$ cat src/hw/issue_pkg.sv
`default_nettype none

package issue_pkg;

  // ==========================================================================
  // sizing
  // ==========================================================================

  localparam int queue_depth = 8;
  localparam int queue_ptr_w = 3;
  localparam int stall_level = 4;     // input stalls while more entries than this remain.

  localparam int reg_addr_w = 4;
  localparam int data_w = 32;
  localparam int mem_addr_w = 6;      // word address into the data memory.

  // ==========================================================================
  // micro-ops and results
  // ==========================================================================

  typedef enum logic [2:0] {
    op_add,
    op_sub,
    op_and,
    op_xor,
    op_mul,
    op_load,
    op_store,
    op_fence
  } op_kind_t;

  typedef struct packed {
    logic valid;
    op_kind_t kind;
    logic wren;
    logic [reg_addr_w-1:0] waddr;
    logic rden1;
    logic [reg_addr_w-1:0] raddr1;
    logic rden2;
    logic [reg_addr_w-1:0] raddr2;
    logic [15:0] imm;                 // sign extended by the execute unit.
    logic [7:0] tag;
  } uop_t;

  typedef struct packed {
    uop_t slot0;
    uop_t slot1;                      // only valid together with slot0.
  } issue_t;

  typedef struct packed {
    logic valid;
    logic [reg_addr_w-1:0] waddr;
    logic [data_w-1:0] wdata;
    logic [7:0] tag;
  } wb_t;

  typedef struct packed {
    logic valid;
    logic write;
    logic [mem_addr_w-1:0] addr;
    logic [data_w-1:0] wdata;
    logic [reg_addr_w-1:0] waddr;     // load destination register.
    logic [7:0] tag;
  } mem_req_t;

  // ==========================================================================
  // APB
  // ==========================================================================

  typedef struct packed {
    logic psel;
    logic penable;
    logic pwrite;
    logic [mem_addr_w-1:0] paddr;
    logic [data_w-1:0] pwdata;
  } apb_req_t;

  typedef struct packed {
    logic pready;
    logic [data_w-1:0] prdata;
  } apb_rsp_t;

  localparam uop_t uop_none = '0;
  localparam wb_t wb_none = '0;

endpackage

`default_nettype wire
$ cat src/hw/exec_unit.sv
`timescale 1ns/1ps
`default_nettype none

module exec_unit (
  input  wire logic clock,
  input  wire logic reset,
  input  wire issue_pkg::issue_t issue,
  output logic [issue_pkg::reg_addr_w-1:0] raddr0a,
  output logic [issue_pkg::reg_addr_w-1:0] raddr0b,
  output logic [issue_pkg::reg_addr_w-1:0] raddr1a,
  output logic [issue_pkg::reg_addr_w-1:0] raddr1b,
  input  wire logic [issue_pkg::data_w-1:0] rdata0a,
  input  wire logic [issue_pkg::data_w-1:0] rdata0b,
  input  wire logic [issue_pkg::data_w-1:0] rdata1a,
  input  wire logic [issue_pkg::data_w-1:0] rdata1b,
  output issue_pkg::mem_req_t mem_req,
  input  wire issue_pkg::wb_t lsu_wb,
  input  wire logic lsu_busy,
  output issue_pkg::wb_t wb0,
  output issue_pkg::wb_t wb1
);

  logic [issue_pkg::data_w-1:0] opb0, opb1, mul_a, mul_b, mul_p, addr_sum;
  logic mul_on_1, mem_on_1;
  issue_pkg::uop_t mem_uop;
  issue_pkg::wb_t lane0_d, lane1_d, lane0_q, lane1_q;

  function automatic logic [issue_pkg::data_w-1:0] sext(input logic [15:0] imm);
    return {{(issue_pkg::data_w-16){imm[15]}}, imm};
  endfunction

  function automatic logic [issue_pkg::data_w-1:0] alu(
    input issue_pkg::op_kind_t kind,
    input logic [issue_pkg::data_w-1:0] a,
    input logic [issue_pkg::data_w-1:0] b
  );
    case (kind)
      issue_pkg::op_sub: return a - b;
      issue_pkg::op_and: return a & b;
      issue_pkg::op_xor: return a ^ b;
      default: return a + b;
    endcase
  endfunction

  function automatic logic writes_lane(input issue_pkg::uop_t u);
    return u.valid && u.wren && u.kind inside {issue_pkg::op_add, issue_pkg::op_sub,
      issue_pkg::op_and, issue_pkg::op_xor, issue_pkg::op_mul};
  endfunction

  assign raddr0a = issue.slot0.raddr1;
  assign raddr0b = issue.slot0.raddr2;
  assign raddr1a = issue.slot1.raddr1;
  assign raddr1b = issue.slot1.raddr2;

  assign opb0 = issue.slot0.rden2 ? rdata0b : sext(issue.slot0.imm);
  assign opb1 = issue.slot1.rden2 ? rdata1b : sext(issue.slot1.imm);

  // one multiplier, steered to the slot that holds the multiply.
  assign mul_on_1 = issue.slot1.valid && issue.slot1.kind == issue_pkg::op_mul;
  assign mul_a = mul_on_1 ? rdata1a : rdata0a;
  assign mul_b = mul_on_1 ? opb1 : opb0;
  assign mul_p = mul_a * mul_b;

  // ==========================================================================
  // memory op routing
  // ==========================================================================

  assign mem_on_1 = issue.slot1.valid && issue.slot1.kind inside {issue_pkg::op_load,
    issue_pkg::op_store};
  assign mem_uop = mem_on_1 ? issue.slot1 : issue.slot0;
  assign addr_sum = (mem_on_1 ? rdata1a : rdata0a) + sext(mem_uop.imm);

  always_comb begin
    mem_req.valid = mem_uop.valid && !lsu_busy &&
                    mem_uop.kind inside {issue_pkg::op_load, issue_pkg::op_store};
    mem_req.write = mem_uop.kind == issue_pkg::op_store;
    mem_req.addr = addr_sum[issue_pkg::mem_addr_w-1:0];
    mem_req.wdata = mem_on_1 ? rdata1b : rdata0b;    // store data is rs2.
    mem_req.waddr = mem_uop.waddr;
    mem_req.tag = mem_uop.tag;
  end

  // ==========================================================================
  // writeback
  // ==========================================================================

  always_comb begin
    lane0_d.valid = writes_lane(issue.slot0);
    lane0_d.waddr = issue.slot0.waddr;
    lane0_d.wdata = issue.slot0.kind == issue_pkg::op_mul ? mul_p :
                    alu(issue.slot0.kind, rdata0a, opb0);
    lane0_d.tag = issue.slot0.tag;
    lane1_d.valid = writes_lane(issue.slot1);
    lane1_d.waddr = issue.slot1.waddr;
    lane1_d.wdata = issue.slot1.kind == issue_pkg::op_mul ? mul_p :
                    alu(issue.slot1.kind, rdata1a, opb1);
    lane1_d.tag = issue.slot1.tag;
  end

  always_ff @(posedge clock) begin
    lane0_q <= lane0_d;
    lane1_q <= lane1_d;
    if (!reset) begin
      lane0_q.valid <= 1'b0;
      lane1_q.valid <= 1'b0;
    end
  end

  always_comb begin
    wb0 = lane0_q;
    wb1 = lane1_q;
    if (lsu_wb.valid) begin
      if (!lane1_q.valid) begin
        wb1 = lsu_wb;             // lane 1 is the preferred home for a load.
      end else begin
        wb0 = lsu_wb;
      end
    end
  end

  a_one_mul: assert property (@(posedge clock) disable iff (!reset)
    !(issue.slot0.kind == issue_pkg::op_mul && mul_on_1 && issue.slot0.valid));

endmodule

`default_nettype wire

$ cat config.mk
export PLATFORM = sky130hd
export DESIGN_NAME = exec_unit
export DESIGN_NICKNAME = d
export VERILOG_FILES = /design/src/hw/issue_pkg.sv /design/src/hw/exec_unit.sv
export SDC_FILE = /design/constraint.sdc
export NUM_CORES = 2
export LEC_CHECK = 0
export BUFFER_PORTS_ARGS = -buffer_cell sky130_fd_sc_hd__buf_2
export CORE_MARGIN = 3
export CORE_UTILIZATION = 35
export CTS_CLUSTER_DIAMETER = 200
export DETAILED_ROUTE_END_ITERATION = 7
export PLACE_DENSITY = 0.56
export SYNTH_ARGS = -nofsm -noshare
export SYNTH_HDL_FRONTEND = slang
export SYNTH_SLANG_ARGS = --single-unit
$ cat constraint.sdc
create_clock -name clock -period 11.68 [get_ports clock]
set_clock_uncertainty 0.1 [all_clocks]
set_input_delay 1.168 -clock clock [delete_from_list [all_inputs] [get_ports clock]]
set_output_delay 1.168 -clock clock [all_outputs]
set_load 0.02 [all_outputs]
==> metrics.txt <==
drt total wl 129,000 um; Syn Area/Cell 8.46 um2; core footprint 79,100 um2; post-synth top area share 29.4%; EDFF count, synth 0; Unique masters post-synth 91; Slew Limit Headroom 20.6%; FF/Latch Area 1800 um2; Crit path required time 11.80 ns; initial antenna violation count 17; Critical Path End Type flop; max incr delay on CP 1.08 ns; sequential cell area fraction in the yosys report 6.43%; net count after synthesis 4,241; All-Layer GR Usage 30.7%; Slowest-stage cell, CP mux2i_2; router iterations before antenna repair 6; max-cap viol count 0; Rows 103; register clock-pin slew on the reported worst setup and hold paths 0.09 ns; total CTS buffers 9; Crit Path Max Fanout 26; layout net count 4,559; first-pass GRT wire length 184,000 um; drt drc 0; vias in the first global route 25,387; Final WS setup 1.69 ns; leading area contributor after synthesis fa_1; H-tree depth 3; die area 83,500 um2; Gate Count Post-Synth 3,312; crit start category primary input; Via Count 25,945; cell total after placement 4,669; Non-Filler Instances 4,692; Synth Register Bits 90; layout cell share with drive strength beyond 1 21.7%; synth warn 0; worst-case clock buffer depth 2; CP dominant cell by count fa_1; HPWL Detailed 108,000 um; Iteration-0 DRC Markers 3,091; worst-margin pin slew 1.19 ns; multi-input logic area 23,900 um2; status finished clean; Initial Util 35.4%; Die Ht 289 um; Netlist Area Pre-Place 28,000 um2; Synth async-reset ratio 0%; Post-Route Setup TNS 0 ns; IO Port Bufs 385; final RePlAce weighted congestion 1.00; Slew Viols, Final 0; dominant cells by area after synthesis fa_1 (29%), ha_1 (11%), mux2_2 (7.6%); post-DR wirelength/cell 27.5 um; # IOs 420; clk root buf clkbuf_16; clock sinks 90; Main synth FF type dfxtp_1; max frequency 0.100 GHz; Die X 289 um; Tmin final 9.99 ns; RSZ-0062 raised after global routing no; post-cts repair resize count 0; endpoints failing hold 0; Crit Path Category in2reg; hold buffer count at CTS 0; Place WS 1.36 ns; Layout area overhead 12.5%; total grt overflow 0; Post-Place Cell Area 31,200 um2; CP arrival 10.11 ns; CTS tree done; Fillers 8,259; post-route ant nets 0; hold crit path type in2reg; largest net degree at the start of global routing 46; DR vias/cell 5.53; final period utilization 85.5%; Final Cell Area 31,500 um2; Post-CTS Setup Bufs 0; Final Setup Violations 0
[critical path: cells and delay by family]
family,cells,cell delay [ns]
buffers and inverters,5,0.87
adders and majority gates,9,4.28
xor gates and xnor gates,1,0.27
muxes,1,1.08
and+or+nand+nor,3,0.89
AOI/OAI and AO/OA,7,1.49
[cells in the mapped netlist, drive strengths merged (3+ instances only)]
cell,instances
or4,3
and3,17
o22ai,3
nand2b,31
o221ai,5
xor2,67
a221oi,29
and2,10
nand3b,5
mux2i,85
a211o,7
nor3,25
xnor2,139
o211a,3
o21bai,7
a31oi,21
a21oi,182
ha,256
buf,49
o21a,17
nor2,491
nor3b,10
fa,411
mux2,192
a21o,55
o31ai,8
a21boi,6
dfxtp,90
or3,3
nand3,18
nand2,310
inv,422
a221o,3
clkbuf,114
o21ai,85
nor2b,20
or2,47
o211ai,14
a211oi,13
nand4,6
[cell type report]
class / instances / share of cell area (%)
Antenna cell: 7 / 0.0556
Clock buffer: 9 / 0.715
Clock inverter: 7 / 0.226
Inverter: 422 / 5.03
Multi-Input combinational cell: 2637 / 75.9
Sequential cell: 90 / 5.72
Tap cell: 1050 / 4.17
Timing Repair Buffer: 470 / 8.22
[path summary, 6_finish.rpt]
kind / startpoint / to / slack [ns] / depth (start not counted)
max: issue[42] / lane1_q[39]$_DFF_P_ / 1.69 / 26
min: issue[43] / lane0_q[0]$_DFF_P_ / 0.81 / 1
[cell families (layout without fill, tap and decap cells)]
family / Yosys count / in the layout / synth area share, %
other: 0 / 7 / 0
AND/OR/NAND/NOR: 1008 / 1008 / 15.6
adder cells (fa/ha/maj): 667 / 667 / 40.8
flip-flops: 90 / 90 / 6.43
buffers and inverters: 585 / 908 / 8.59
multiplexers: 277 / 277 / 11.3
AO/OA/AOI/OAI: 479 / 479 / 10.9
XOR/XNOR: 206 / 206 / 6.44
[placed cells by master, fill, tap and decap left out, types with 9 or more instances in the layout]
master / count
mux2i_2: 27
clkbuf_16: 9
a211oi_1: 13
inv_1: 419
nand2_1: 309
a221oi_1: 28
fa_1: 411
o21ai_0: 78
and3_1: 17
o21a_1: 17
o211ai_1: 13
xnor2_1: 139
a21oi_1: 176
buf_2: 385
nor2b_1: 15
nor3_1: 23
and2_1: 10
nor2_1: 488
nand2b_1: 29
ha_1: 256
buf_4: 83
nand3_1: 17
xor2_1: 67
a21o_1: 55
mux2_2: 189
a31oi_1: 21
mux2i_1: 52
dfxtp_1: 90
or2_2: 43
[per-layer routing]
metal / vias up / global-route usage (%) / part of all wire, %
met5: - / 0 / 0.033
met4: 6 / 9.61 / 3.9
met3: 222 / 6.16 / 9.4
met2: 1330 / 46.8 / 43
met1: 13006 / 43.7 / 44
li1: 11381 / - / -
[state kept, by name, summed over array words and instances (netlist names)]
register and cells:
lane0_q 45, lane1_q 45
[metrics by stage]
step / util (%) / hold WS, ns
finish: 39.8 / 0.805
global route: 39.8 / 0.799
CTS: 39.8 / 0.800
detailed placement: 39.4 / 1.18
global placement: 39.4 / 1.18
floorplan: - / 1.10
Power is left out: the tool's default activity adds up to more than one toggle a clock period on the data nets, which glitch-free logic cannot reach.
