`src/hw/issue_pkg.sv`:
```
`default_nettype none

package issue_pkg;

  // ==========================================================================
  // sizing
  // ==========================================================================

  localparam int queue_depth = 8;
  localparam int queue_ptr_w = 3;
  localparam int stall_level = 4;     // input stalls while more entries than this remain.

  localparam int reg_addr_w = 4;
  localparam int data_w = 32;
  localparam int mem_addr_w = 6;      // word address into the data memory.

  // ==========================================================================
  // micro-ops and results
  // ==========================================================================

  typedef enum logic [2:0] {
    op_add,
    op_sub,
    op_and,
    op_xor,
    op_mul,
    op_load,
    op_store,
    op_fence
  } op_kind_t;

  typedef struct packed {
    logic valid;
    op_kind_t kind;
    logic wren;
    logic [reg_addr_w-1:0] waddr;
    logic rden1;
    logic [reg_addr_w-1:0] raddr1;
    logic rden2;
    logic [reg_addr_w-1:0] raddr2;
    logic [15:0] imm;                 // sign extended by the execute unit.
    logic [7:0] tag;
  } uop_t;

  typedef struct packed {
    uop_t slot0;
    uop_t slot1;                      // only valid together with slot0.
  } issue_t;

  typedef struct packed {
    logic valid;
    logic [reg_addr_w-1:0] waddr;
    logic [data_w-1:0] wdata;
    logic [7:0] tag;
  } wb_t;

  typedef struct packed {
    logic valid;
    logic write;
    logic [mem_addr_w-1:0] addr;
    logic [data_w-1:0] wdata;
    logic [reg_addr_w-1:0] waddr;     // load destination register.
    logic [7:0] tag;
  } mem_req_t;

  // ==========================================================================
  // APB
  // ==========================================================================

  typedef struct packed {
    logic psel;
    logic penable;
    logic pwrite;
    logic [mem_addr_w-1:0] paddr;
    logic [data_w-1:0] pwdata;
  } apb_req_t;

  typedef struct packed {
    logic pready;
    logic [data_w-1:0] prdata;
  } apb_rsp_t;

  localparam uop_t uop_none = '0;
  localparam wb_t wb_none = '0;

endpackage

`default_nettype wire
```
`src/hw/issue_queue.sv`:
```
`timescale 1ns/1ps
`default_nettype none

module issue_queue (
  input  wire logic clock,
  input  wire logic reset,
  input  wire issue_pkg::uop_t in0,
  input  wire issue_pkg::uop_t in1,
  input  wire logic clear,
  input  wire logic busy,
  output issue_pkg::issue_t issue,
  output logic stall
);

  issue_pkg::uop_t buffer [issue_pkg::queue_depth];

  logic [issue_pkg::queue_ptr_w-1:0] rd_ptr;
  logic [issue_pkg::queue_ptr_w-1:0] rd_ptr1;
  logic [issue_pkg::queue_ptr_w-1:0] wr_ptr;
  logic [issue_pkg::queue_ptr_w-1:0] wr_ptr1;
  logic [issue_pkg::queue_ptr_w:0] count;
  logic [issue_pkg::queue_ptr_w:0] count_next;
  logic [issue_pkg::queue_ptr_w:0] pass;
  logic [issue_pkg::queue_ptr_w:0] n_push;

  issue_pkg::uop_t head0;
  issue_pkg::uop_t head1;
  logic accept0;
  logic accept1;
  logic single;
  logic conflict;
  logic depend;

  function automatic logic is_mem(input issue_pkg::op_kind_t kind);
    return kind == issue_pkg::op_load || kind == issue_pkg::op_store;
  endfunction

  // ==========================================================================
  // ring buffer write side
  // ==========================================================================

  assign accept0 = !stall && in0.valid;
  assign accept1 = !stall && in1.valid;

  assign wr_ptr1 = wr_ptr + {{(issue_pkg::queue_ptr_w-1){1'b0}}, accept0};
  assign n_push = {{issue_pkg::queue_ptr_w{1'b0}}, accept0} +
                  {{issue_pkg::queue_ptr_w{1'b0}}, accept1};

  always_ff @(posedge clock) begin
    if (accept0) begin
      buffer[wr_ptr] <= in0;
    end
    if (accept1) begin
      buffer[wr_ptr1] <= in1;       // lands behind in0 when both arrive.
    end
  end

  // ==========================================================================
  // pairing and hazards on the two oldest entries
  // ==========================================================================

  assign rd_ptr1 = rd_ptr + {{(issue_pkg::queue_ptr_w-1){1'b0}}, 1'b1};
  assign head0 = buffer[rd_ptr];
  assign head1 = buffer[rd_ptr1];

  always_comb begin
    // a load in slot 0 goes alone so that nothing younger completes first.
    single = head0.kind == issue_pkg::op_fence || head1.kind == issue_pkg::op_fence ||
             head0.kind == issue_pkg::op_load;

    conflict = (head0.kind == issue_pkg::op_mul && head1.kind == issue_pkg::op_mul) ||
               (is_mem(head0.kind) && is_mem(head1.kind));

    depend = 1'b0;
    if (head0.wren && head0.waddr != '0) begin
      if (head1.rden1 && head1.raddr1 == head0.waddr) begin
        depend = 1'b1;
      end
      if (head1.rden2 && head1.raddr2 == head0.waddr) begin
        depend = 1'b1;
      end
      if (head1.wren && head1.waddr == head0.waddr) begin
        depend = 1'b1;              // both writes would land in the same cycle.
      end
    end

    if (single || conflict || depend) begin
      pass = 1;
    end else begin
      pass = 2;
    end
    if (busy) begin
      pass = 0;
    end
    if (count < pass) begin
      pass = count;
    end
  end

  always_comb begin
    issue.slot0 = pass > 0 ? head0 : issue_pkg::uop_none;
    issue.slot1 = pass > 1 ? head1 : issue_pkg::uop_none;
  end

  assign count_next = count - pass + n_push;

  always_ff @(posedge clock) begin
    if (!reset || clear) begin
      rd_ptr <= '0;
      wr_ptr <= '0;
      count <= '0;
      stall <= 1'b0;
    end else begin
      rd_ptr <= rd_ptr + pass[issue_pkg::queue_ptr_w-1:0];
      wr_ptr <= wr_ptr + n_push[issue_pkg::queue_ptr_w-1:0];
      count <= count_next;
      stall <= count_next > issue_pkg::stall_level;
    end
  end

  // ==========================================================================
  // assertions
  // ==========================================================================

  a_count_bound: assert property (@(posedge clock) disable iff (!reset)
    count <= issue_pkg::queue_depth);

  a_slot_order: assert property (@(posedge clock) disable iff (!reset)
    issue.slot1.valid |-> issue.slot0.valid);

  a_busy_hold: assert property (@(posedge clock) disable iff (!reset)
    busy |-> !issue.slot0.valid && !issue.slot1.valid);

endmodule

`default_nettype wire

```
`config.mk`:
```
export PLATFORM = sky130hd
export DESIGN_NAME = issue_queue
export DESIGN_NICKNAME = d
export VERILOG_FILES = /design/src/hw/issue_pkg.sv /design/src/hw/issue_queue.sv
export SDC_FILE = /design/constraint.sdc
export NUM_CORES = 1
export LEC_CHECK = 0
export BUFFER_PORTS_ARGS = -buffer_cell sky130_fd_sc_hd__buf_2
export CAP_MARGIN = 5
export CORE_MARGIN = 2
export CORE_UTILIZATION = 65
export CTS_BUF_LIST = sky130_fd_sc_hd__clkbuf_16
export DETAILED_ROUTE_END_ITERATION = 6
export HOLD_SLACK_MARGIN = 0.02
export PLACE_DENSITY = 0.89
export SKIP_CTS_REPAIR_TIMING = 1
export SLEW_MARGIN = 10
export SYNTH_ARGS = -nofsm -noshare
export SYNTH_HDL_FRONTEND = slang
export SYNTH_SLANG_ARGS = --single-unit
```
`constraint.sdc`:
```
create_clock -name clock -period 16.15 [get_ports clock]
set_input_delay 3.23 -clock clock [delete_from_list [all_inputs] [get_ports clock]]
set_output_delay 3.23 -clock clock [all_outputs]
set_load 0.03 [all_outputs]
```
==> summary.txt <==
Worst setup path
  – Critical path's slowest cell: dfxtp_4
  – Crit Path Class: reg2out
  – Crit path required time: about 13 ns
  – Cell repeated most along the worst path: buf_4
  – Crit path DAT: a little over 7 ns
  – Worst setup path start: rd_ptr[0]$_SDFF_PP0_
  – Slowest stage delay, CP: about 1.1 ns
  – R2r startpoint: rd_ptr[0]$_SDFF_PP0_
  – Setup crit start kind: flip-flop
  – Worst-path cell chain: ha_4 > buf_4 > mux4_2 > mux2_2 > nand3_1 > o32ai_1 > or3_1 > ha_1 > nand2b_1 > or2_2 > o21ai_0 > o31ai_4 > buf_4 > a21boi_0 > buf_2
  – Crit-path max FO: slightly below 70
  – Critical path endpoint category: output pin

Synth
  – FFs w/ async S/R, synth: 0
  – Cells after synthesis: ~1400
  – Seq cells post-synth: 355
  – Syn Nets: roughly 1500
  – EDFF count, synth: roughly 340
  – Seq/Total Area, Yosys: 0.487
  – Mapped cell area: approximately 22000 um^2
  – Syn_area_per_cell: 16.1 um^2
  – Synth warnings: 0
  – Post-synth cell types: 57
  – Ys flop type: edfxtp_1

Timing
  – FMAX: approximately 96 MHz
  – Final Max Tran Viols: 0
  – Minimum clock period: about 10 ns
  – Clock skew: ~0.016 ns
  – Endpoints failing hold: 0
  – Setup Viol. Count Final: 0
  – Final period utilization: 0.643
  – Actual slew at the worst max-slew pin: between 1 and 1.5 ns
  – Setup TNS: 0 ns
  – Slew headroom: 0.221
  – RSZ-0062 raised after global routing: false

Die
  – Die H: about 190 um
  – Core box area: between 30000 and 40000 um^2
  – # IOs: between 150 and 200
  – DIE WIDTH: ~190 um
  – Initial Util: 0.663
  – Row cnt: 66
  – Die footprint: 34800 um^2

Route
  – Via count: between 10000 and 15000
  – Detailed Route WL: roughly 60000 um
  – Routed WL per cell: 30.3 um
  – Vias per cell: just over 7
  – ANT nets after route: 0
  – Drt pass-1 iters: 5
  – Initial drt markers: 1547
  – Number of remaining DRC errors: 0

Place
  – Port Buffers: about 180
  – DPL Wire Length: about 34000 um
  – Cell Area, Placed: around 23000 um^2
  – Gpl congestion: 0.859

Global route
  – Vias in the first global route: roughly 15000
  – Overall global routing resource usage: 0.344
  – GRT overflow: 0
  – Initial antenna violation count: 12
  – First-pass GRT wire length: ~90000 um
  – Largest net degree at the start of global routing: 69

Final layout
  – Commonest non-fill, non-tap cells in the layout: edfxtp_1 (344), mux2_2 (340), buf_2 (176)
  – Design Area, Final: ~24000 um^2
  – Fill cells: about 1900
  – Area of the multi-input gates: 10700 um^2
  – Most common cell after layout, fill and taps aside: edfxtp_1
  – NumNets Final: approximately 1600
  – Layout cells sized above 1: 0.547
  – Sequential standard cell area: 10600 um^2
  – Layout area overhead: 12.0%

Power and ir drop
  – Share of total power in the clock network: 0.209
  – Max IR drop VDD: between 0.1 and 0.15 mV
  – Power per cell area: between 150 and 200 nW/um^2
  – Switching part of the total power: 0.416
  – P_int: 0.00246 W
  – Comb pwr share: 0.503
  – Reg power frac: 0.288
  – Leak: ~8.3 nW
  – Switching power: 0.00175 W

Run
  – Max_cap viols: 0

Clocking
  – Clock Path Buffers: 3
  – Skew-Pair Late Insertion Delay: 0.54 ns
  – Worst-path clk slew: approximately 0.06 ns
  – CTS tree: yes
  – CTS buffer count: 40
  – CTS HTree Levels: 2
  – CTS root buf: clkbuf_16
  – Clock sink count: approximately 360

Worst hold path
  – Worst Hold Launch: wr_ptr[0]$_SDFF_PP0_
  – Hold WC Path Type: reg2reg

Status
  – Status: finished, final reports clean
==> power groups by stage <==
stage / clock network, W / logic, W / registers [W]
3_3_place_gp: 0 / 0.00203 / 0.00122
5_1_grt: 0.000919 / 0.00221 / 0.00123
6_report: 0.000880 / 0.00212 / 0.00121
3_5_place_dp: 0 / 0.00208 / 0.00123
4_1_cts: 0.000883 / 0.00209 / 0.00121
2_1_floorplan: 0 / 0.00158 / 0.00118
==> cell type report <==
class                           count  area share
Timing Repair Buffer              205      0.0453
Antenna cell                        9    0.000928
Inverter                           17     0.00263
Multi-Input combinational cell    873       0.442
Clock inverter                     28     0.00856
Tap cell                          442      0.0228
Clock buffer                       42      0.0433
Sequential cell                   355       0.435
==> state kept, by name, summed over array words and instances, names as in the netlist <==
signal  cells
rd_ptr      3
count       4
wr_ptr      3
stall       1
buffer    344
==> synthesized netlist by cell type, types with 10 or more instances <==
cell type | count | area share
edfxtp_1 | 344 | 0.48
mux2_2 | 340 | 0.18
mux4_2 | 175 | 0.18
mux2i_1 | 103 | 0.048
clkbuf_1 | 60 | 0.010
nor3_1 | 46 | 0.011
a21oi_2 | 24 | 0.0097
a21oi_1 | 22 | 0.0051
nand2_1 | 20 | 0.0035
nor2_1 | 19 | 0.0033
buf_1 | 16 | 0.0028
buf_2 | 15 | 0.0035
inv_1 | 15 | 0.0026
ha_1 | 12 | 0.0069
nand2b_1 | 12 | 0.0035
dfxtp_1 | 11 | 0.010
xnor2_1 | 11 | 0.0044
buf_6 | 10 | 0.0052
==> layer usage <==
layer / GRT usage / routed length, um / vias to the layer above / part of all wire
met3: 0.0816 / 7070 / 217 / 0.12
met5: 0 / 39 / - / 0.00065
met4: 0.147 / 2590 / 6 / 0.043
met2: 0.556 / 28900 / 1023 / 0.48
li1: - / - / 5837 / -
met1: 0.451 / 21200 / 7150 / 0.35
==> critical path: cells and delay by family (launching register included) <==
kind | cells | cell delay (ns)
and+or+nand+nor | 4 | 0.96
AOI/OAI and AO/OA | 4 | 1.25
muxes | 2 | 0.87
DFF | 1 | 1.08
buffers and inverters | 3 | 1.31
adders and majority gates | 2 | 1.13
==> cells by family (layout without fill, tap and decap cells) <==
logic type      count (synthesis)  after routing  share of synthesized area
fa+ha+maj                      16             16                     0.0106
simple gates                  136            136                     0.0324
other cells                     0              9                          0
mux                           621            621                      0.409
compound gates                 79             79                     0.0262
xor+xnor                       21             21                    0.00883
flops                         355            355                      0.487
buf+inv                       122            292                     0.0265
==> worst paths after layout <==
check,end,cells past startpoint,slack (ns)
hold reg to reg,wr_ptr[0]$_SDFF_PP0_,2,0.64
setup / recovery,issue[38],15,5.77
hold / removal,wr_ptr[0]$_SDFF_PP0_,2,0.64
setup reg to reg,stall$_SDFF_PP0_,20,8.57
==> through the flow <==
step / hold WS [ns] / power [W] / worst slack [ns] / instances / utilization
6_report: 0.642 / 0.00421 / 5.77 / 1971 / 0.742
5_1_grt: 0.651 / 0.00436 / 5.47 / 1966 / 0.742
4_1_cts: 0.643 / 0.00419 / 5.86 / 1962 / 0.742
3_5_place_dp: 0.625 / 0.00331 / 6.42 / 1892 / 0.703
3_3_place_gp: 0.621 / 0.00325 / 6.61 / 1892 / 0.703
2_1_floorplan: 0.548 / 0.00275 / 7.42 / 1350 / -
Note: power is estimated with default switching activity, not from simulation.
