`config.mk`:
```
export PLATFORM = sky130hd
export DESIGN_NAME = load_store_unit
export DESIGN_NICKNAME = d
export VERILOG_FILES = /design/src/hw/issue_pkg.sv /design/src/hw/load_store_unit.sv
export SDC_FILE = /design/constraint.sdc
export NUM_CORES = 1
export LEC_CHECK = 0
export ABC_CLOCK_PERIOD_IN_PS = 2600
export BUFFER_PORTS_ARGS = -buffer_cell sky130_fd_sc_hd__buf_4
export CAP_MARGIN = 0
export CORE_ASPECT_RATIO = 0.7
export CORE_MARGIN = 2
export CORE_UTILIZATION = 40
export CTS_BUF_LIST = sky130_fd_sc_hd__clkbuf_8
export CTS_CLUSTER_SIZE = 30
export DETAILED_ROUTE_END_ITERATION = 8
export PLACE_DENSITY_LB_ADDON = 0.05
export SYNTH_ARGS = -nofsm -noshare
export SYNTH_HDL_FRONTEND = slang
export SYNTH_SLANG_ARGS = --single-unit
```
`constraint.sdc`:
```
create_clock -name clock -period 2.6 [get_ports clock]
set_input_delay 0.13 -clock clock [delete_from_list [all_inputs] [get_ports clock]]
set_output_delay 0.13 -clock clock [all_outputs]
set_load 0.05 [all_outputs]
```
`src/hw/issue_pkg.sv`:
```
`default_nettype none

package issue_pkg;

  // ==========================================================================
  // sizing
  // ==========================================================================

  localparam int queue_depth = 8;
  localparam int queue_ptr_w = 3;
  localparam int stall_level = 4;     // input stalls while more entries than this remain.

  localparam int reg_addr_w = 4;
  localparam int data_w = 32;
  localparam int mem_addr_w = 6;      // word address into the data memory.

  // ==========================================================================
  // micro-ops and results
  // ==========================================================================

  typedef enum logic [2:0] {
    op_add,
    op_sub,
    op_and,
    op_xor,
    op_mul,
    op_load,
    op_store,
    op_fence
  } op_kind_t;

  typedef struct packed {
    logic valid;
    op_kind_t kind;
    logic wren;
    logic [reg_addr_w-1:0] waddr;
    logic rden1;
    logic [reg_addr_w-1:0] raddr1;
    logic rden2;
    logic [reg_addr_w-1:0] raddr2;
    logic [15:0] imm;                 // sign extended by the execute unit.
    logic [7:0] tag;
  } uop_t;

  typedef struct packed {
    uop_t slot0;
    uop_t slot1;                      // only valid together with slot0.
  } issue_t;

  typedef struct packed {
    logic valid;
    logic [reg_addr_w-1:0] waddr;
    logic [data_w-1:0] wdata;
    logic [7:0] tag;
  } wb_t;

  typedef struct packed {
    logic valid;
    logic write;
    logic [mem_addr_w-1:0] addr;
    logic [data_w-1:0] wdata;
    logic [reg_addr_w-1:0] waddr;     // load destination register.
    logic [7:0] tag;
  } mem_req_t;

  // ==========================================================================
  // APB
  // ==========================================================================

  typedef struct packed {
    logic psel;
    logic penable;
    logic pwrite;
    logic [mem_addr_w-1:0] paddr;
    logic [data_w-1:0] pwdata;
  } apb_req_t;

  typedef struct packed {
    logic pready;
    logic [data_w-1:0] prdata;
  } apb_rsp_t;

  localparam uop_t uop_none = '0;
  localparam wb_t wb_none = '0;

endpackage

`default_nettype wire
```
`src/hw/load_store_unit.sv`:
```
`timescale 1ns/1ps
`default_nettype none

module load_store_unit (
  input  wire logic clock,
  input  wire logic reset,
  input  wire issue_pkg::mem_req_t mem_req,
  output issue_pkg::apb_req_t apb_req,
  input  wire issue_pkg::apb_rsp_t apb_rsp,
  output logic busy,
  output issue_pkg::wb_t lsu_wb
);

  typedef enum logic [1:0] {
    st_idle,
    st_setup,
    st_access
  } state_t;

  state_t state;
  issue_pkg::mem_req_t req_q;
  logic done;

  assign done = state == st_access && apb_rsp.pready;
  assign busy = state != st_idle;

  always_ff @(posedge clock) begin
    if (!reset) begin
      state <= st_idle;
    end else begin
      case (state)
        st_idle:   if (mem_req.valid) state <= st_setup;
        st_setup:  state <= st_access;
        st_access: if (apb_rsp.pready) state <= st_idle;
        default:   state <= st_idle;
      endcase
    end
  end

  // address and data stay put from setup until the transfer completes.
  always_ff @(posedge clock) begin
    if (state == st_idle && mem_req.valid) begin
      req_q <= mem_req;
    end
  end

  always_comb begin
    apb_req.psel = state != st_idle;
    apb_req.penable = state == st_access;
    apb_req.pwrite = req_q.write;
    apb_req.paddr = req_q.addr;
    apb_req.pwdata = req_q.wdata;
  end

  always_ff @(posedge clock) begin
    lsu_wb.valid <= done && !req_q.write;    // stores complete without a result.
    lsu_wb.waddr <= req_q.waddr;
    lsu_wb.wdata <= apb_rsp.prdata;
    lsu_wb.tag <= req_q.tag;
    if (!reset) begin
      lsu_wb.valid <= 1'b0;
    end
  end

  a_no_overlap: assert property (@(posedge clock) disable iff (!reset)
    mem_req.valid |-> !busy);

endmodule

`default_nettype wire

```
==> metrics.txt, run 1 <==
status=complete, no violations; Req. time, crit path=2640 ps; Chip Width=104.8 um; crit-path max FO=41; area delta synth->final=76.76%; post-CTS resize count=0; Setup violations, final=0; final weighted congestion in routability-driven placement=0.6924; CTS tree=yes; total gr overflow=0; Worst-Skew Late Latency=350 ps; Least-Margin Pin Slew=621.4 ps; Port Buf Inserts=173; startpoint types=flop; fin crit share=60.72%; clock slew at reported path FFs=80 ps; hold_buf cts=84; TNS Setup=0 ps; fin. max-slew vios=0; Mapped Area=2843 um^2; RSZ-0062 raised after global routing=no; Root Buffer=clkbuf_8; Worst Clk Skew=7.720 ps; maximum vdd drop=0.0004157 V; Layout Utilization=73.69%; crit path DAT=1620 ps; ratio of cells with drive above 1 in the final layout=50.00%; max-cap violations=0; Initial Util=41.69%; Die Y=74.53 um; die area=7808 um^2; Top Ports=174; Fin. Hold Viols=0; Hold WC Path Type=in2reg; setup bufs post-CTS=0; nets=462; clk sink count=98; post-route ant nets=0; Distinct cells, synth=11; Clock Path Buffers=2; fin cells=474; Global Route Usage Sum=17.25%; DR pass1 iterations=4; DR vias=1878; cell area power density=675.9 nW/um^2; First DRT Iteration DRCs=54; vias in the first global route=1980; DR WL/cell=13.67 um; Core Footprint=6819 um^2; Ant. Diodes=0; fmax=633.4 MHz; Avg Cell Area, Syn=19.47 um^2; min Tclk post-route=1579 ps; pin count of the biggest net entering global routing=42; DR vias/cell=3.962; DRC=0; final wirelength=6479 um; Seq/Total Area, Yosys=86.97%; relative slew slack=58.53%; Rows=25; H-tree Lvls=3; dpl cells=374; first-pass GRT wire length=9742 um; antenna violations before repair=0; Area after DPL=3985 um^2; Synth Instances=146; Syn Nets=233; CTS buffer count=9; synthesis warning total=0; Crit Path Category=reg2reg; Lkg Pwr=2.226 nW; design area=5025 um^2; Synth Register Bits=98; Critical Path Sink Type=flop
report_power, final:
part	internal [mW]	total [mW]	switching, mW
logic	0.274	0.665	0.391
clock network	0.488	0.971	0.483
registers	1.73	1.76	0.0279
total	2.49	3.40	0.902
layer usage:
metal / vias up / routed length, um / track usage (%)
li1: 916 / - / -
met1: 850 / 2536 / 18.68
met2: 99 / 3224 / 28.93
met3: 13 / 596 / 9.202
met4: 0 / 122 / 7.407
met5: - / 0 / 0
through the flow:
| stage | hold slack (ps) | power [mW] | worst slack [ps] |
|---|---|---|---|
| detailed placement | 235.4 | 2.357 | 1015 |
| CTS | 60.19 | 3.426 | 1004 |
| global route | 64.72 | 3.535 | 928.6 |
| finish | 82.29 | 3.396 | 1021 |
| global placement | 234.8 | 2.352 | 1032 |
| floorplan | 157.7 | 2.168 | 465.6 |
area by class of cell:
type                    instances  area [um^2]
fillers                       423         1794
well taps                      94        117.6
repair buffers                258         2160
multi-input cells               7        72.57
clock inverters                 5        47.55
flip-flops and latches         98         2472
clock buffers                  11        151.4
inverters                       1        3.754
flip-flops by register name (all words and copies together), names as in the netlist:
register / count
lsu_wb: 45
req_q: 12
state: 2
apb_req: 39
cell usage in the layout, fill, tap and decap left out:
| cell | count |
|---|---|
| a31o_1 | 1 |
| edfxtp_1 | 51 |
| and2_1 | 1 |
| clkbuf_8 | 11 |
| and4b_1 | 1 |
| bufinv_16 | 1 |
| dlygate4sd3_1 | 84 |
| nor2b_4 | 1 |
| nor3b_4 | 1 |
| buf_4 | 173 |
| buf_12 | 1 |
| and3b_1 | 1 |
| clkinv_2 | 2 |
| or2_1 | 1 |
| dfxtp_1 | 47 |
| inv_1 | 3 |
worst max-delay path, cell delays in order, from the launching register on:
cell     delay (ps)
dfxtp_1         370
nor3b_4         560
buf_12          310
Yosys cell counts:
library cell | count | area share (%)
a31o_1 | 1 | 0.31
and2_1 | 1 | 0.22
and3b_1 | 1 | 0.31
and4b_1 | 1 | 0.35
buf_4 | 40 | 11
dfxtp_1 | 47 | 33
edfxtp_1 | 51 | 54
inv_1 | 1 | 0.13
nor2b_4 | 1 | 0.48
nor3b_2 | 1 | 0.44
or2_1 | 1 | 0.22
final timing paths:
kind,to,start,cells after the start,slack (ps)
worst max-delay path,apb_req[20]$_DFFE_PP_,state[0]$_SDFFE_PN0P_,2,1020
worst max register to register,apb_req[20]$_DFFE_PP_,state[0]$_SDFFE_PN0P_,2,1020
worst min register to register,lsu_wb[42]$_DFF_P_,req_q[10]$_DFFE_PP_,0,340
worst min-delay path,lsu_wb[44]$_SDFF_PN0_,apb_rsp[32],2,80
cells by family after synthesis:
family	Yosys count	synth area share, %
flip-flops	98	86.97
buffers and inverters	41	10.70
AND/OR/NAND/NOR	6	2.025
AO/OA/AOI/OAI	1	0.3082
Power figures use the tool's default switching activity.
==> run 2: changes to the inputs <==
ABC_CLOCK_PERIOD_IN_PS = 1500   (was 2600)
CORE_UTILIZATION = 44   (was 40)
clock period = 1.5 ns   (was 2.6 ns; I/O delays follow)
==> metrics.txt, run 2 (synthesis results as in run 1) <==
RSZ-0062 raised after global routing=no; slowest CP cell=dfxtp_1; most frequent cells in the layout=buf_4, dlygate4sd3_1, edfxtp_1; Largest Register=lsu_wb; crit-path max FO=4 (-90%); First DRT Iteration DRCs=42 (-22%); Worst Clk Skew=10.09 ps (+2.366 ps); Crit Path Category=reg2out; Top Ports=174 (unchanged); RR Endpoint=apb_req[0]$_DFFE_PP_; crit-path max cell delay=420 ps (-140 ps); max reg flops=45 (unchanged); area delta synth->final=76.19%; DR vias=1923 (+2.4%); fillcell total=355 (-16%); Ant. Diodes=0 (unchanged); commonest non-fill, non-tap cell in the layout=buf_4; first-pass GRT wire length=10160 um (+4.3%); ratio of cells with drive above 1 in the final layout=50.39% (+0.39 points); DR pass1 iterations=6 (+2); Chip Width=100.1 um (-4.5%); Area after DPL=3974 um^2 (-0.28%); pre-CTS setup slack=320.2 ps (-694.3 ps); clk sink count=98 (unchanged); hold path depth=3 (+1); fmax=810.6 MHz; Req. time, crit path=1420 ps (-1220 ps); startpoint types=flop; min Tclk post-route=1234 ps; hold_buf cts=84 (unchanged); Worst-Skew Late Latency=340 ps (about the same); FF-to-FF path depth=2 (unchanged); CP Cell Sequence=nor2b_4, buf_4; Core Footprint=6246 um^2 (-8.4%); H-tree Lvls=3 (unchanged); cell area power density=1163 nW/um^2 (+72%); Rows=24 (-4.0%); hold_sp=apb_rsp[32]; setup bufs post-CTS=0 (unchanged); DR vias/cell=4.190 (+5.7%); CTS tree=yes; Critical Path Sink Type=primary output; FF-to-FF Start=state[0]$_SDFFE_PN0P_; Setup violations, final=0 (unchanged); crit path DAT=1160 ps (-460 ps); max-cap violations=0 (unchanged); Port Buf Inserts=173 (unchanged); Initial Util=45.51% (+3.8 points); nets=463 (+0.22%); final hold slack=32.29 ps (-50.01 ps); fin crit share=82.24%; relative slew slack=85.78% (+27 points); Worst R2R Setup Slack=310 ps (-710 ps); post-CTS resize count=0 (unchanged); post-route ant nets=0 (unchanged); Lkg Pwr=2.218 nW (-0.36%); Fin. Hold Viols=0 (unchanged); antenna violations before repair=0 (unchanged); TNS Setup=0 ps (unchanged); final weighted congestion in routability-driven placement=0.7620 (+10%); post-layout worst setup margin=266.4 ps (-754.9 ps); Root Buffer=clkbuf_8; Least-Margin Pin Slew=213.3 ps (-408.1 ps); design area=5009 um^2 (-0.32%); die area=7130 um^2 (-8.7%); pin count of the biggest net entering global routing=40 (-4.8%); Global Route Usage Sum=19.45% (+2.2 points); final wirelength=6950 um (+7.3%); vias in the first global route=2127 (+7.4%); Die Y=71.25 um (-4.4%); status=complete, no violations; Clock Path Buffers=2 (unchanged); total gr overflow=0 (unchanged); Hold WC Path Type=in2reg; DR WL/cell=15.14 um (+11%); CTS buffer count=9 (unchanged); maximum vdd drop=0.0007978 V (+92%); clock slew at reported path FFs=80 ps (about the same); hold endpoint=state[1]$_SDFFE_PN0P_; fin. max-slew vios=0 (unchanged); DRC=0 (unchanged)
-- run 2: final cells by class --
type / count / area [um^2] / area share [%]
clock inverters: 7 / 70.07 / 1.399
well taps: 78 / 97.59 / 1.949
inverters: 1 / 3.754 / 0.07494
clock buffers: 9 / 123.9 / 2.473
flip-flops and latches: 98 / 2474 / 49.39
multi-input cells: 7 / 72.57 / 1.449
repair buffers: 259 / 2167 / 43.27
-- run 2: power by group --
part	switching [mW]	internal [mW]
combinational	0.686	0.478
sequential	0.0503	3.00
clock	0.838	0.768
total	1.57	4.25
-- run 2: per-stage QoR --
step           std cells  power [mW]  util, %
3_5_place_dp         359       4.091    63.62
3_3_place_gp         359       4.079    63.62
6_report             459       5.823    80.19
2_1_floorplan        146       3.759        -
4_1_cts              459       5.856    80.19
5_1_grt              459       6.034    80.19
-- run 2: metal layers --
layer	wire, um	part of all wire [%]	global-route usage [%]
met5	0	0	0
met4	105	1.5	8.219
met2	3727	54	35.29
met1	2417	35	19.18
met3	699	10	9.171
-- run 2: worst max path at each step --
stage               slack, ps                   from                    end
finish                    270  state[1]$_SDFFE_PN0P_            apb_req[39]
detailed placement        320  state[0]$_SDFFE_PN0P_  apb_req[27]$_DFFE_PP_
CTS                       240  state[1]$_SDFFE_PN0P_            apb_req[39]
global placement          330  state[0]$_SDFFE_PN0P_  apb_req[10]$_DFFE_PP_
floorplan                -630  state[0]$_SDFFE_PN0P_   apb_req[0]$_DFFE_PP_
global route              210  state[1]$_SDFFE_PN0P_            apb_req[39]
-- run 2: worst max-delay path, delay by kind of cell (launching register included) --
family	cells	cell delay, ps
DFF	1	420
buffers and inverters	1	210
and+or+nand+nor	1	200
