### config.mk
export PLATFORM = sky130hd
export DESIGN_NAME = reg_file
export DESIGN_NICKNAME = d
export VERILOG_FILES = /design/src/hw/issue_pkg.sv /design/src/hw/reg_file.sv
export SDC_FILE = /design/constraint.sdc
export NUM_CORES = 1
export LEC_CHECK = 0
export BUFFER_PORTS_ARGS = -buffer_cell sky130_fd_sc_hd__buf_2
export CAP_MARGIN = 20
export CORE_MARGIN = 10
export CORE_UTILIZATION = 35
export DETAILED_ROUTE_END_ITERATION = 8
export GPL_ROUTABILITY_DRIVEN = 0
export HOLD_SLACK_MARGIN = 0.12
export PLACE_DENSITY_LB_ADDON = 0.25
export SLEW_MARGIN = 5
export SYNTH_ARGS = -nofsm -noshare
export SYNTH_HDL_FRONTEND = slang
export SYNTH_SLANG_ARGS = --single-unit
### constraint.sdc
create_clock -name clock -period 3 [get_ports clock]
set_clock_uncertainty 0.1 [all_clocks]
set_input_delay 0.15 -clock clock [delete_from_list [all_inputs] [get_ports clock]]
set_output_delay 0.15 -clock clock [all_outputs]
set_load 0.01 [all_outputs]
### src/hw/issue_pkg.sv
`default_nettype none

package issue_pkg;

  // ==========================================================================
  // sizing
  // ==========================================================================

  localparam int queue_depth = 8;
  localparam int queue_ptr_w = 3;
  localparam int stall_level = 4;     // input stalls while more entries than this remain.

  localparam int reg_addr_w = 4;
  localparam int data_w = 32;
  localparam int mem_addr_w = 6;      // word address into the data memory.

  // ==========================================================================
  // micro-ops and results
  // ==========================================================================

  typedef enum logic [2:0] {
    op_add,
    op_sub,
    op_and,
    op_xor,
    op_mul,
    op_load,
    op_store,
    op_fence
  } op_kind_t;

  typedef struct packed {
    logic valid;
    op_kind_t kind;
    logic wren;
    logic [reg_addr_w-1:0] waddr;
    logic rden1;
    logic [reg_addr_w-1:0] raddr1;
    logic rden2;
    logic [reg_addr_w-1:0] raddr2;
    logic [15:0] imm;                 // sign extended by the execute unit.
    logic [7:0] tag;
  } uop_t;

  typedef struct packed {
    uop_t slot0;
    uop_t slot1;                      // only valid together with slot0.
  } issue_t;

  typedef struct packed {
    logic valid;
    logic [reg_addr_w-1:0] waddr;
    logic [data_w-1:0] wdata;
    logic [7:0] tag;
  } wb_t;

  typedef struct packed {
    logic valid;
    logic write;
    logic [mem_addr_w-1:0] addr;
    logic [data_w-1:0] wdata;
    logic [reg_addr_w-1:0] waddr;     // load destination register.
    logic [7:0] tag;
  } mem_req_t;

  // ==========================================================================
  // APB
  // ==========================================================================

  typedef struct packed {
    logic psel;
    logic penable;
    logic pwrite;
    logic [mem_addr_w-1:0] paddr;
    logic [data_w-1:0] pwdata;
  } apb_req_t;

  typedef struct packed {
    logic pready;
    logic [data_w-1:0] prdata;
  } apb_rsp_t;

  localparam uop_t uop_none = '0;
  localparam wb_t wb_none = '0;

endpackage

`default_nettype wire
### src/hw/reg_file.sv
`timescale 1ns/1ps
`default_nettype none

module reg_file (
  input  wire logic clock,
  input  wire logic reset,
  input  wire logic [issue_pkg::reg_addr_w-1:0] raddr0a,
  input  wire logic [issue_pkg::reg_addr_w-1:0] raddr0b,
  input  wire logic [issue_pkg::reg_addr_w-1:0] raddr1a,
  input  wire logic [issue_pkg::reg_addr_w-1:0] raddr1b,
  output logic [issue_pkg::data_w-1:0] rdata0a,
  output logic [issue_pkg::data_w-1:0] rdata0b,
  output logic [issue_pkg::data_w-1:0] rdata1a,
  output logic [issue_pkg::data_w-1:0] rdata1b,
  input  wire issue_pkg::wb_t wb0,
  input  wire issue_pkg::wb_t wb1
);

  logic [issue_pkg::data_w-1:0] regs [2**issue_pkg::reg_addr_w];

  // writes of this cycle are visible to ops issued in the same cycle.
  function automatic logic [issue_pkg::data_w-1:0] read_reg(
    input logic [issue_pkg::reg_addr_w-1:0] addr
  );
    if (addr == '0) begin
      return '0;
    end
    if (wb1.valid && wb1.waddr == addr) begin
      return wb1.wdata;
    end
    if (wb0.valid && wb0.waddr == addr) begin
      return wb0.wdata;
    end
    return regs[addr];
  endfunction

  always_comb begin
    rdata0a = read_reg(raddr0a);
    rdata0b = read_reg(raddr0b);
    rdata1a = read_reg(raddr1a);
    rdata1b = read_reg(raddr1b);
  end

  always_ff @(posedge clock) begin
    if (!reset) begin
      for (int i = 0; i < 2**issue_pkg::reg_addr_w; i++) begin
        regs[i] <= '0;
      end
    end else begin
      if (wb0.valid) begin
        regs[wb0.waddr] <= wb0.wdata;
      end
      if (wb1.valid) begin
        regs[wb1.waddr] <= wb1.wdata;   // younger op wins a shared target.
      end
    end
  end

  a_no_double_write: assert property (@(posedge clock) disable iff (!reset)
    !(wb0.valid && wb1.valid && wb0.waddr == wb1.waddr && wb0.waddr != '0));

endmodule

`default_nettype wire

==> results by group, run 1 <==
Finish
  • Largest register FFs: 512
  • Layout cells sized above 1: 38.9%
  • Area Overhead vs Synth: 15.9%
  • Top flop regs: regs: 512 flops
  • Final nets: 3330
  • Largest reg by FF count: regs
  • Commonest non-fill, non-tap cells in the layout: 640 x a22o_1, 512 x edfxtp_1, 448 x mux4_2
  • Commonest non-fill, non-tap cell in the layout: a22o_1
  • Post-layout util: 40.7%

Setup path
  • CP peak stage delay: 0.74 ns
  • Setup CP Type: input pin to primary output
  • CP required: 2.75 ns
  • CP cell instances: buf_2 > xor2_1 > nor3_1 > nand3_1 > nor2b_4 > buf_4 > a221oi_1 > buf_4 > buf_2
  • Crit path max fanout: 19
  • Critical path's slowest cell: nor2b_4
  • Setup crit start kind: input pin
  • Worst setup path startpoint: wb0[42]
  • CP Capture Type: primary output
  • CP arrival: 2.68 ns

GRT
  • First-pass GRT wire length: 267 mm
  • Initial antenna violation count: 12
  • Total Routing Usage GR: 28.4%
  • Largest net degree at the start of global routing: 97
  • Vias in the first global route: 33500
  • GRT Residual Overflow: 0

Clock network
  • Clk root buf: clkbuf_16
  • Max clock buf depth: 3
  • CTS tree: done
  • Post-CTS Repair Setup Buffers: 0
  • Clock sinks: 512
  • CTS Buf Count: 58
  • Worst-path clk slew: 0.06 ns
  • H-tree levels: 2

Route
  • Met1 WL: 70.4 mm
  • Met3 WL: 25.3 mm
  • Vias/cell: 7.18
  • Number of DRC markers in iteration 0: 5171
  • Final wirelength: 193 mm
  • Drt pass-1 iters: 5
  • Vias: 34400
  • # DRC: 0
  • Max Used Layer: met5
  • DR WL/cell: 40.2 µm
  • Met2 WL: 85.1 mm
  • DRT antenna net count: 0

Synthesis
  • Syn. warnings: 0
  • Async SR Flop Fraction: 0%
  • Post-Synthesis Cells: 3102
  • Mapped Area: 40700 µm²
  • Post-synth top flop: edfxtp_1
  • Sequential area share after synthesis: 37.8%
  • Mux contribution to synthesized area: 29.9%
  • Adder-cell share of the synthesized area: 0%
  • Largest family of logic cells by synthesized area: multiplexers
  • Post-Syn Nets: 3210
  • Area fraction in compound gates after synthesis: 19.8%
  • Number of synthesized flops with an enable pin: 512
  • Syn Area/Cell: 13.1 µm²
  • Synthesized flop and latch total: 512
  • Simple-Gate Fraction of Synth Area: 5.89%
  • Distinct cells, synth: 46
  • Post-synthesis xor/xnor area fraction: 0.688%

STA
  • Fmax: 342 MHz
  • Worst-Margin Slew: 1.09 ns
  • Tmin final: 2.93 ns
  • Worst setup margin: 0.0723 ns
  • Hold slack: 0.198 ns
  • RSZ-0062 raised after global routing: false
  • Slew Limit Fails: 0
  • Max_slew headroom: 27.3%
  • Final hold viol count: 0
  • Post-route setup TNS: 0 ns
  • Final worst-path cycle share: 97.6%
  • Setup violators final: 0

Min path
  • Hold_sp: wb0[41]
  • Hold EP: regs[11][11]$_DFFE_PP_
  • Hold depth: 4
  • Hold WC Path Type: input pin to register

Die
  • # IOs: 236
  • Die H: 361 µm
  • Die area: 130000 µm²
  • Die X: 361 µm
  • Initial Util: 35.1%
  • Core Area: 116000 µm²
  • Rows: 125

Placement
  • Number of port buffers: 219
  • HPWL Detailed: 119 mm
  • Post-place setup slack: 0.176 ns

Run
  • Maxcap violations: 0

Power and ir drop
  • VDD IR-drop max: 460 µV
  • Leak Pwr: 16.3 nW
  • Power density cells: 468 nW/µm²

Status
  • Status: completed
==> power by group <==
part           leakage [nW]  internal [mW]  switching, mW
Sequential             4.91           8.37          0.432
Combinational          10.5           2.45           3.12
Clock                 0.949           4.45           3.28
==> worst max-delay path, delay by kind of cell <==
family,cells,cell delay (ns)
AOI/OAI and AO/OA,1,0.23
and+or+nand+nor,3,1.13
buffers and inverters,4,0.95
xor gates and xnor gates,1,0.20
==> stage by stage <==
stage	instances	total power, mW	instance area [µm²]
6_report	4796	22.1	47200
5_1_grt	4793	22.6	47200
4_1_cts	4792	22.0	47200
3_5_place_dp	4589	14.3	44200
3_3_place_gp	4589	14.3	44200
2_1_floorplan	3102	12.2	40700
==> cell families after synthesis <==
logic type / Yosys count
buffers and inverters: 518
DFF: 512
and+or+nand+nor: 440
AOI/OAI and AO/OA: 960
muxes: 640
xor gates and xnor gates: 32
==> what timing repair did <==
item / in CTS / in global routing
setup endpoints to repair: 0 / 3
gates resized for setup: 0 / 3
hold buffers: 97 / 0
hold endpoints to repair: 514 / 0
==> cell type report <==
class,count,area (µm²)
Timing Repair Buffer,546,4560
Clock buffer,71,1520
Sequential cell,512,15400
Inverter,32,120
Clock inverter,35,454
Multi-Input combinational cell,2072,23300
Fill cell,10700,68700
Antenna cell,4,10.0
Tap cell,1524,1910
==> how the worst max path moves through the flow <==
stage                      endpoint  cells past startpoint  slack, ns
2_1_floorplan  regs[3][0]$_DFFE_PP_                      6       0.39
3_3_place_gp            rdata1b[20]                      9       0.16
3_5_place_dp            rdata1b[20]                      9       0.18
4_1_cts                 rdata0a[21]                      6       0.06
5_1_grt                 rdata0a[16]                      7       0.06
6_report                rdata1b[19]                      9       0.07
==> metal layers <==
metal / global-route usage (%) / vias to the layer above
met2: 43.3 / 2976
li1: - / 13300
met1: 36.1 / 17500
met5: 0 / -
met3: 8.51 / 664
met4: 15.4 / 6
==> cell usage after synthesis (4+ instances only) <==
cell | count | share of area [%]
edfxtp_1 | 512 | 38
clkbuf_1 | 243 | 2.2
mux4_2 | 448 | 25
and2_1 | 4 | 0.061
nor2_1 | 282 | 2.6
nor2b_1 | 8 | 0.12
a221oi_1 | 60 | 1.3
a2111oi_0 | 4 | 0.086
mux2i_1 | 64 | 1.6
inv_1 | 32 | 0.29
nor3_2 | 5 | 0.12
buf_6 | 12 | 0.33
a2111oi_1 | 18 | 0.44
xor2_1 | 24 | 0.52
nand2b_1 | 4 | 0.061
mux2_2 | 128 | 3.5
nand3_1 | 8 | 0.098
nor4_1 | 20 | 0.31
nand3b_1 | 16 | 0.29
o21ai_0 | 126 | 1.5
nand2_1 | 19 | 0.18
a22o_1 | 640 | 14
nor3_1 | 5 | 0.061
buf_1 | 36 | 0.33
a2111oi_2 | 42 | 1.5
xnor2_1 | 8 | 0.17
nor4_2 | 46 | 1.4
buf_4 | 44 | 0.81
o22ai_1 | 64 | 0.98
buf_2 | 148 | 1.8
a221oi_2 | 4 | 0.15
Power figures use the tool's default switching activity.
==> inputs of run 2 (changes only) <==
--- a/config.mk
+++ b/config.mk
@@ -7,6 +7,8 @@
 export LEC_CHECK = 0
 export BUFFER_PORTS_ARGS = -buffer_cell sky130_fd_sc_hd__buf_2
 export CAP_MARGIN = 20
+export CELL_PAD_IN_SITES_DETAIL_PLACEMENT = 1
+export CELL_PAD_IN_SITES_GLOBAL_PLACEMENT = 2
 export CORE_MARGIN = 10
 export CORE_UTILIZATION = 35
 export DETAILED_ROUTE_END_ITERATION = 8
==> results by group, run 2 (synthesis results as in run 1) <==
Status
  • Status: completed

Min path
  • Hold WC Path Type: input pin to register
  • Hold depth: 3

STA
  • Worst-Margin Slew: 1.30 ns
  • Max_slew headroom: 13.0%
  • Fmax: 336 MHz
  • Setup violators final: 0
  • Final worst-path cycle share: 99.3%
  • Slew Limit Fails: 0
  • RSZ-0062 raised after global routing: false
  • Final hold viol count: 0
  • Tmin final: 2.98 ns
  • Post-route setup TNS: 0 ns

Route
  • DRT antenna net count: 0
  • Met3 WL: 26.1 mm
  • Drt pass-1 iters: 6
  • Vias: 35300
  • # DRC: 0
  • Met1 WL: 77.5 mm
  • Vias/cell: 7.36
  • Max Used Layer: met5
  • Number of DRC markers in iteration 0: 5143
  • DR WL/cell: 44.0 µm
  • Met2 WL: 95.2 mm
  • Final wirelength: 211 mm

GRT
  • First-pass GRT wire length: 290 mm
  • Total Routing Usage GR: 31.1%
  • Vias in the first global route: 36200
  • Largest net degree at the start of global routing: 66
  • Initial antenna violation count: 9
  • GRT Residual Overflow: 0

Die
  • Core Area: 116000 µm²
  • Die H: 361 µm
  • Die X: 361 µm
  • Initial Util: 35.1%
  • Die area: 130000 µm²
  • Rows: 125
  • # IOs: 236

Finish
  • Largest reg by FF count: regs
  • Register area: 15400 µm²
  • Largest register FFs: 512
  • Final nets: 3324
  • Top flop regs: regs: 512 flops
  • Fill cell total of the finished layout: 11700
  • Layout cells sized above 1: 38.9%
  • Commonest non-fill, non-tap cells in the layout: 640 x a22o_1, 512 x edfxtp_1, 448 x mux4_2
  • Area of the multi-input gates: 23300 µm²
  • Commonest non-fill, non-tap cell in the layout: a22o_1
  • Area Overhead vs Synth: 16.1%

Setup path
  • CP Capture Type: primary output
  • CP arrival: 2.73 ns
  • CP cell instances: mux4_2 > mux2i_1 > nor2_1 > nor4_4 > a2111oi_1 > buf_4 > buf_2
  • Crit path depth: 7
  • Crit path max fanout: 4
  • Critical path buffers and inverters: 2
  • Setup CP Type: register to primary output
  • CP required: 2.75 ns
  • CP peak stage delay: 0.49 ns
  • CP delay by family, top: multiplexers
  • Critical path's slowest cell: mux4_2
  • Setup crit start kind: register

Placement
  • HPWL Detailed: 133 mm
  • Number of port buffers: 219

Power and ir drop
  • VDD IR-drop max: 368 µV
  • Final Power: 22.6 mW
  • Power density cells: 478 nW/µm²
  • Leak Pwr: 16.3 nW

Run
  • Maxcap violations: 0

Clock network
  • Worst-path clk slew: 0.06 ns
  • Max clock buf depth: 3
  • Clk root buf: clkbuf_16
  • CTS Buf Count: 67
  • Clock sinks: 512
  • H-tree levels: 3
  • CTS tree: done
[run 2: changes by cell type in the layout (fill, tap and decap cells not counted), sizes merged]
cell         previous run  this run
buf                   445       435
bufinv                 10         4
clkbuf                 75        81
clkinv                 20        25
inv                    32        36
diode                   4         7
dlygate4sd3            97        94
clkinvlp                5         3
nor2b                   8        10
[run 2: final timing paths]
check	startpoint	end
worst max-delay path	regs[7][21]$_DFFE_PP_	rdata0a[21]
worst min-delay path	wb1[9]	regs[13][1]$_DFFE_PP_
[run 2: layout make-up]
class,count,area share [%]
multi-input cells,2074,49.3
flip-flops and latches,512,32.5
repair buffers,529,9.45
well taps,1524,4.03
clock buffers,81,3.75
clock inverters,36,0.659
inverters,32,0.254
diodes,7,0.0371
[run 2: routing by layer]
metal,vias to the layer above,GRT usage (%)
li1,13300,-
met1,18500,39.0
met2,2830,48.0
met3,648,9.50
met4,4,16.2
met5,-,0
[run 2: repair_timing]
item | in CTS | in global routing
endpoints found under the hold margin | 511 | 0
hold buffers | 94 | 0
resized for setup | 2 | 5
cloned | 0 | 2
setup buffers | 0 | 5
endpoints found under the setup margin | 2 | 6
[run 2: per-stage QoR]
stage               hold WS [ns]  cells  utilization (%)  cell area (µm²)  setup WS, ns
finish                     0.143   4795             40.8            47300        0.0213
floorplan                  0.512   3102                -            40700         0.389
global placement           0.621   4569             38.1            44100       -0.0246
detailed placement         0.640   4570             38.1            44100        0.0959
global route               0.155   4790             40.8            47200        0.0278
CTS                        0.126   4781             40.7            47200        0.0463
[run 2: where the power goes]
part           internal, mW  total, mW  switching (mW)
registers              8.38       8.83           0.456
clock network          4.56       8.03            3.47
logic                  2.43       5.73            3.31
